### config.mk
export PLATFORM = sky130hd
export DESIGN_NAME = prog_top
export DESIGN_NICKNAME = d
export VERILOG_FILES = /design/src/hw/prog_cfg_pkg.sv /design/src/hw/prog_state_pkg.sv /design/src/hw/byte_link_if.sv /design/src/hw/cfg_handshake.sv /design/src/hw/prog_top.sv /design/src/hw/ps_serializer.sv /design/src/hw/rom_fetch.sv
export SDC_FILE = /design/constraint.sdc
export NUM_CORES = 1
export LEC_CHECK = 0
export BUFFER_PORTS_ARGS = -buffer_cell sky130_fd_sc_hd__buf_2
export CORE_AREA = 2 2 69 71
export CTS_CLUSTER_SIZE = 24
export DETAILED_ROUTE_END_ITERATION = 7
export DIE_AREA = 0 0 71 73
export GPL_TIMING_DRIVEN = 1
export PLACE_DENSITY = 0.64
export SYNTH_ARGS = -nofsm -noshare
export SYNTH_HDL_FRONTEND = slang
export SYNTH_HIERARCHICAL = 1
export SYNTH_SLANG_ARGS = --single-unit
### constraint.sdc
create_clock -name slow_clk -period 2.4 [get_ports slow_clk]
set_input_delay 0.36 -clock slow_clk [delete_from_list [all_inputs] [get_ports slow_clk]]
set_output_delay 0.36 -clock slow_clk [all_outputs]
set_load 0.02 [all_outputs]
### src/hw/prog_cfg_pkg.sv
package prog_cfg_pkg;

  // parallel config ROM, 32 KB maximum
  localparam int ROM_ADDR_W = 15;
  localparam int BYTE_W = 8;

  // bit counter inside one serialized byte
  localparam int BIT_CNT_W = $clog2(BYTE_W);
  localparam logic [BIT_CNT_W-1:0] BITS_PER_BYTE_LAST = 3'd7;

  // minimum nconfig low time, counted in slow_clk cycles
  // once the FPGA has pulled nstatus low
  localparam int NCFG_HOLD_CYCLES = 8;
  localparam int HOLD_CNT_W = $clog2(NCFG_HOLD_CYCLES);

  // last value of the hold counter before nconfig is released
  localparam logic [HOLD_CNT_W-1:0] HOLD_LAST = HOLD_CNT_W'(NCFG_HOLD_CYCLES - 1);

endpackage

### src/hw/prog_state_pkg.sv
package prog_state_pkg;

  // FPGA reset handshake
  typedef enum logic [2:0] {
    hs_idle      = 3'd0,
    // nconfig driven low, nstatus not yet checked
    hs_assert    = 3'd1,
    hs_wait_low  = 3'd2,
    // nconfig held low for the minimum time
    hs_hold      = 3'd3,
    hs_wait_high = 3'd4,
    hs_stream    = 3'd5
  } hs_state_t;

  // passive-serial byte stream
  typedef enum logic [2:0] {
    ser_wait      = 3'd0,
    // one dclk pulse per cycle
    ser_shift     = 3'd1,
    // gap cycle between bytes, conf_done checked here
    ser_next      = 3'd2,
    ser_conf_done = 3'd3,
    ser_done      = 3'd4
  } ser_state_t;

endpackage

### src/hw/byte_link_if.sv
`timescale 1ns/1ps

interface byte_link_if;

  // rom_fetch to the other blocks
  logic                            load;
  logic [prog_cfg_pkg::BYTE_W-1:0] byte_data;
  logic                            first_ready;

  // ps_serializer requests
  logic                            fetch;
  logic                            advance;

  // ROM is asynchronous, so load answers fetch in the same cycle
  modport fetch_side (
    output load,
    output byte_data,
    output first_ready,
    input  fetch,
    input  advance
  );

  modport stream_side (
    output fetch,
    output advance,
    input  load,
    input  byte_data
  );

  // handshake only waits for the first byte
  modport start_side (
    input first_ready
  );

endinterface

### src/hw/cfg_handshake.sv
`timescale 1ns/1ps

module cfg_handshake (
  input  logic             slow_clk,
  input  logic             sys_rst_l,
  byte_link_if.start_side  link,
  input  logic             nstatus,
  output logic             nconfig,
  output logic             stream_en
);

  prog_state_pkg::hs_state_t           state_q;
  prog_state_pkg::hs_state_t           state_d;
  logic                                nconfig_d;
  logic                                hold_clr;
  logic                                hold_done;
  logic [prog_cfg_pkg::HOLD_CNT_W-1:0] hold_cnt;

  assign hold_done = (hold_cnt == prog_cfg_pkg::HOLD_LAST);

  always_comb begin
    state_d   = state_q;
    nconfig_d = 1'b1;
    hold_clr  = 1'b0;
    case (state_q)
      prog_state_pkg::hs_idle: begin
        // start the reset pulse once byte 0 sits in the shifter
        if (link.first_ready) begin
          nconfig_d = 1'b0;
          state_d   = prog_state_pkg::hs_assert;
        end
      end
      prog_state_pkg::hs_assert: begin
        nconfig_d = 1'b0;
        state_d   = prog_state_pkg::hs_wait_low;
      end
      prog_state_pkg::hs_wait_low: begin
        nconfig_d = 1'b0;
        if (!nstatus) begin
          hold_clr = 1'b1;
          state_d  = prog_state_pkg::hs_hold;
        end
      end
      prog_state_pkg::hs_hold: begin
        if (hold_done) begin
          state_d = prog_state_pkg::hs_wait_high;
        end else begin
          nconfig_d = 1'b0;
        end
      end
      prog_state_pkg::hs_wait_high: begin
        // FPGA releases nstatus when it is ready for data
        if (nstatus) begin
          state_d = prog_state_pkg::hs_stream;
        end
      end
      prog_state_pkg::hs_stream: begin
        state_d = prog_state_pkg::hs_stream;
      end
      default: begin
        state_d = prog_state_pkg::hs_idle;
      end
    endcase
  end

  always_ff @(posedge slow_clk or negedge sys_rst_l) begin
    if (!sys_rst_l) begin
      state_q  <= prog_state_pkg::hs_idle;
      nconfig  <= 1'b1;
      hold_cnt <= '0;
    end else begin
      state_q <= state_d;
      // registered so nconfig never glitches
      nconfig <= nconfig_d;
      if (hold_clr) begin
        hold_cnt <= '0;
      end else if (state_q == prog_state_pkg::hs_hold && !hold_done) begin
        hold_cnt <= hold_cnt + 1'b1;
      end
    end
  end

  assign stream_en = (state_q == prog_state_pkg::hs_stream);

endmodule

### src/hw/prog_top.sv
`timescale 1ns/1ps

module prog_top (
  input  logic                                slow_clk,
  input  logic                                sys_rst_l,

  // config ROM
  output logic                                rom_cs_l,
  output logic                                rom_rd_l,
  output logic [prog_cfg_pkg::ROM_ADDR_W-1:0] rom_addr,
  input  logic [prog_cfg_pkg::BYTE_W-1:0]     rom_data,

  // FPGA passive-serial port
  output logic                                nconfig,
  output logic                                data0,
  output logic                                dclk,
  input  logic                                nstatus,
  input  logic                                conf_done,
  input  logic                                init_done,

  output logic                                prog_active
);

  logic stream_en;

  byte_link_if link_i ();

  rom_fetch rom_fetch_i (
    .slow_clk  (slow_clk),
    .sys_rst_l (sys_rst_l),
    .link      (link_i.fetch_side),
    .rom_cs_l  (rom_cs_l),
    .rom_rd_l  (rom_rd_l),
    .rom_addr  (rom_addr),
    .rom_data  (rom_data)
  );

  // nconfig / nstatus reset sequence
  cfg_handshake cfg_handshake_i (
    .slow_clk  (slow_clk),
    .sys_rst_l (sys_rst_l),
    .link      (link_i.start_side),
    .nstatus   (nstatus),
    .nconfig   (nconfig),
    .stream_en (stream_en)
  );

  ps_serializer ps_serializer_i (
    .slow_clk    (slow_clk),
    .sys_rst_l   (sys_rst_l),
    .link        (link_i.stream_side),
    .stream_en   (stream_en),
    .conf_done   (conf_done),
    .init_done   (init_done),
    .data0       (data0),
    .dclk        (dclk),
    .prog_active (prog_active)
  );

endmodule

### src/hw/ps_serializer.sv
`timescale 1ns/1ps

module ps_serializer (
  input  logic             slow_clk,
  input  logic             sys_rst_l,
  byte_link_if.stream_side link,
  input  logic             stream_en,
  input  logic             conf_done,
  input  logic             init_done,
  output logic             data0,
  output logic             dclk,
  output logic             prog_active
);

  prog_state_pkg::ser_state_t         state_q;
  prog_state_pkg::ser_state_t         state_d;
  logic [prog_cfg_pkg::BYTE_W-1:0]    shift_q;
  logic [prog_cfg_pkg::BIT_CNT_W-1:0] bit_cnt;
  logic                               bit_last;
  logic                               cnt_clr;
  logic                               dclk_en;
  logic                               fetch_req;
  logic                               advance_req;

  assign bit_last = (bit_cnt == prog_cfg_pkg::BITS_PER_BYTE_LAST);

  always_comb begin
    state_d     = state_q;
    dclk_en     = 1'b0;
    cnt_clr     = 1'b0;
    fetch_req   = 1'b0;
    advance_req = 1'b0;
    case (state_q)
      prog_state_pkg::ser_wait: begin
        if (stream_en) begin
          cnt_clr = 1'b1;
          state_d = prog_state_pkg::ser_shift;
        end
      end
      prog_state_pkg::ser_shift: begin
        dclk_en = 1'b1;
        // next byte lands in the shifter on the same edge as bit 7 leaves
        if (bit_last) begin
          fetch_req = 1'b1;
          state_d   = prog_state_pkg::ser_next;
        end
      end
      prog_state_pkg::ser_next: begin
        if (conf_done) begin
          state_d = prog_state_pkg::ser_conf_done;
        end else begin
          advance_req = 1'b1;
          cnt_clr     = 1'b1;
          state_d     = prog_state_pkg::ser_shift;
        end
      end
      prog_state_pkg::ser_conf_done: begin
        // extra clocks for FPGA initialization
        dclk_en = 1'b1;
        if (init_done) begin
          state_d = prog_state_pkg::ser_done;
        end
      end
      prog_state_pkg::ser_done: begin
        state_d = prog_state_pkg::ser_done;
      end
      default: begin
        state_d = prog_state_pkg::ser_wait;
      end
    endcase
  end

  always_ff @(posedge slow_clk or negedge sys_rst_l) begin
    if (!sys_rst_l) begin
      state_q <= prog_state_pkg::ser_wait;
      bit_cnt <= '0;
    end else begin
      state_q <= state_d;
      if (cnt_clr) begin
        bit_cnt <= '0;
      end else if (state_q == prog_state_pkg::ser_shift) begin
        bit_cnt <= bit_cnt + 1'b1;
      end
    end
  end

  // lsb first, shift right
  always_ff @(posedge slow_clk) begin
    if (link.load) begin
      shift_q <= link.byte_data;
    end else if (state_q == prog_state_pkg::ser_shift) begin
      shift_q <= {1'b0, shift_q[prog_cfg_pkg::BYTE_W-1:1]};
    end
  end

  assign link.fetch   = fetch_req;
  assign link.advance = advance_req;

  // dclk rises mid-cycle, data0 already settled since the rising slow_clk
  assign data0       = shift_q[0];
  assign dclk        = ~slow_clk & dclk_en;
  assign prog_active = (state_q != prog_state_pkg::ser_done);

endmodule

### src/hw/rom_fetch.sv
`timescale 1ns/1ps

module rom_fetch (
  input  logic                                slow_clk,
  input  logic                                sys_rst_l,
  byte_link_if.fetch_side                     link,
  output logic                                rom_cs_l,
  output logic                                rom_rd_l,
  output logic [prog_cfg_pkg::ROM_ADDR_W-1:0] rom_addr,
  input  logic [prog_cfg_pkg::BYTE_W-1:0]     rom_data
);

  logic                                armed;
  logic                                prefetched;
  logic                                prefetch_req;
  logic                                read_req;
  logic [prog_cfg_pkg::ROM_ADDR_W-1:0] addr_q;

  // one-shot read of byte 0 in the first cycle after reset
  assign prefetch_req = armed & ~prefetched;
  assign read_req     = prefetch_req | link.fetch;

  always_ff @(posedge slow_clk or negedge sys_rst_l) begin
    if (!sys_rst_l) begin
      armed      <= 1'b0;
      prefetched <= 1'b0;
    end else begin
      armed <= 1'b1;
      if (prefetch_req) begin
        prefetched <= 1'b1;
      end
    end
  end

  // address pointer, steps past byte 0 after the prefetch
  always_ff @(posedge slow_clk or negedge sys_rst_l) begin
    if (!sys_rst_l) begin
      addr_q <= '0;
    end else if (prefetch_req || link.advance) begin
      addr_q <= addr_q + 1'b1;
    end
  end

  // cs and rd only low for the cycle of a read
  assign rom_cs_l = ~read_req;
  assign rom_rd_l = ~read_req;
  assign rom_addr = addr_q;

  // async ROM data is valid within the read cycle
  assign link.load        = read_req;
  assign link.byte_data   = rom_data;
  assign link.first_ready = prefetched;

endmodule

==> impl_metrics.toml <==
[timing]
max_freq_ghz = 0.444
tightest_slew_ns = 0.658
clock_skew_ns = 0.00773
fin_crit_sh_pct = 93.8
slew_headroom_pct = 56.2
setup_viol = 0
hold_viol = 0
rsz0062_at_grt = "no"
setup_tns_ns = 0
worst_slack_ns = 0.149
drv_slew = 0
min_period_ns = 2.25

[setup_path]
cp.required_ns = 2.04
crit_fanout = 10
cp-start-kind = "flip-flop"
crit_arrival_ns = 1.89
crit_type = "reg -> out"
end_kind = "primary output"

[power]
powerDensity_nw_per_um2 = 853
cellLeakagePower_nw = 1.05
vdd_ir_drop_max_uv = 478

[die]
chipHeight_um = 73
fp.dieW_um = 71
initial_utilization_pct = 42.2
fp.coreArea_um2 = 4540
io_pins = 34
die_area_um2 = 5180
rows = 25

[clocking]
cts_setup_buffers = 0
clk_pin_slew_ns = 0.07
cts_tree = "yes"
clkLatencyLatePin_ns = 0.40

[yosys]
synth_xor_area_share_pct = 6.86
ys_seq_elements = 38
synth_fp_nets = 174
seq_area_frac_synth_pct = 51.8
syn_inst = 156
synth_area_per_cell_um2 = 12.3
synth_top_family_by_area = "simple AND/OR/NAND/NOR gates"
synthAdderAreaFrac_pct = 3.27
netlist_area_um2 = 1920
yosys.area_share.simple_pct = 16.2
synth_compound_area_share_pct = 9.01
ys_types = 48
yosys_warnings = 6
synth_edf_count = 8
synth_mux_area_share_pct = 6.86
async_flop_share_pct = 78.9
synth_ff_type = "dfrtp_1"

[global_route]
grt_first_pass_wirelength_mm = 5.87
track_usage_pct = 15.6
first_global_vias = 1295
grt_max_degree = 31
grt-ovfl-total = 0
antenna_found_initial = 0

[placed_design]
place_congestion = 0.783
placedCellCount = 231
pre_cts_ws_ns = 0.350
dp_hpwl_mm = 2.48
port_buffers = 33

[min_path]
hp-class = "in -> reg"

[route]
drtAntennaViolNets = 0
drt_pass1_iterations = 4
wl_per_cell_um = 14.1
route.detailed.drc = 0
dr_total_vias = 1247
wl_mm = 3.43
drtIter0Drc = 55
detail_route.vias_per_cell = 5.13

[cells_and_area]
mostFrequentLayoutCells = "33 x buf_2, 29 x dfrtp_1, 10 x nor2_1"
drive_gt1_share_pct = 36.5
mostFrequentLayoutCell = "buf_2"
instances_no_fill = 243
antenna_cells = 0
nNetsFinal = 206
area_growth_pct = 14.8

[status]
status = "finished clean"

[flow_run]
maxCapViolCount = 0
==> metal layers <==
metal / part of all wire, % / routed length (um) / global-route usage (%)
met2: 51 / 1750 / 23.9
met5: 0 / 0 / 0
met3: 4.5 / 156 / 6.22
met4: 2.9 / 101 / 11.1
met1: 41 / 1420 / 17.8
==> path summary, 6_finish.rpt <==
path / from / end / slack, ns / depth (start not counted)
hold / removal: nstatus / cfg_handshake_i/state_q[0] / 0.21 / 3
setup reg to reg: ps_serializer_i/bit_cnt[0] / ps_serializer_i/shift_q[4] / 0.47 / 5
hold reg to reg: rom_fetch_i/rom_addr[14] / rom_fetch_i/rom_addr[14] / 0.46 / 1
setup / recovery: ps_serializer_i/bit_cnt[0] / rom_cs_l / 0.15 / 6
max in group asynchronous: sys_rst_l / rom_fetch_i/rom_addr[0] / 1.45 / 2
min in group asynchronous: sys_rst_l / rom_fetch_i/rom_addr[11] / 0.52 / 2
==> metrics by stage <==
step	utilization, %	hold WS, ns	power [mW]	instance area, um2
floorplan	-	0.0644	1.22	1920
global placement	45.3	0.420	1.28	2060
detailed placement	45.3	0.434	1.32	2060
CTS	48.5	0.196	1.91	2200
global route	48.5	0.210	2.01	2200
finish	48.5	0.210	1.88	2200
==> logic make-up after synthesis <==
| family | Yosys count |
|---|---|
| compound gates | 21 |
| xor+xnor | 15 |
| simple gates | 48 |
| other cells | 1 |
| fa+ha+maj | 5 |
| buf+inv | 16 |
| flops | 38 |
| mux | 12 |
==> critical path: stages (launching register included) <==
cell	delay, ns
dfrtp_1	0.39
ha_1	0.21
ha_1	0.19
and2_2	0.17
or2_4	0.30
inv_1	0.07
buf_2	0.15
==> area by class of cell <==
cell class | instances | area [um2]
clock buffer | 12 | 136
fill | 425 | 2340
inverter | 3 | 11.3
multi-input combinational | 102 | 815
sequential | 38 | 992
tap | 54 | 67.6
timing repair buffer | 34 | 178
==> timing repair <==
item,in CTS,in global routing
endpoints found under the hold margin,9,0
endpoints found under the setup margin,2,0
gates resized for setup,1,0
hold buffers,1,0
==> flip-flops by register name, summed over array words and instances, names as in the netlist <==
signal / count
ps_serializer_i/bit_cnt: 3
ps_serializer_i/state_q: 3
cfg_handshake_i/hold_cnt: 3
rom_fetch_i/rom_addr: 15
ps_serializer_i/shift_q: 8
rom_fetch_i/armed: 1
cfg_handshake_i/nconfig: 1
rom_fetch_i/link.first_ready: 1
cfg_handshake_i/state_q: 3
==> synth_stat cells (2+ instances only) <==
| master | count | share of area [%] |
|---|---|---|
| dfrtp_1 | 29 | 38 |
| nor2_1 | 10 | 2.0 |
| buf_4 | 9 | 3.5 |
| mux2_2 | 9 | 5.3 |
| xnor2_1 | 9 | 4.1 |
| edfxtp_1 | 8 | 13 |
| nand2_1 | 7 | 1.4 |
| xor2_1 | 6 | 2.7 |
| a22o_1 | 5 | 2.3 |
| ha_1 | 5 | 3.3 |
| nand3_1 | 4 | 1.0 |
| inv_1 | 3 | 0.59 |
| mux2i_1 | 3 | 1.6 |
| nor2b_1 | 3 | 0.98 |
| o21ai_0 | 3 | 0.78 |
| or2_2 | 3 | 0.98 |
| and2_1 | 2 | 0.65 |
| and2b_2 | 2 | 0.91 |
| buf_2 | 2 | 0.52 |
| buf_6 | 2 | 1.2 |
| nand2b_1 | 2 | 0.65 |
| nor3_1 | 2 | 0.52 |
| nor3_2 | 2 | 1.0 |
| o21ai_1 | 2 | 0.52 |
==> power by group <==
group	internal, mW	total, mW	switching, mW
clock network	0.344	0.587	0.243
registers	0.786	0.885	0.0989
logic	0.220	0.404	0.183
(Power assumes the default switching activity.)
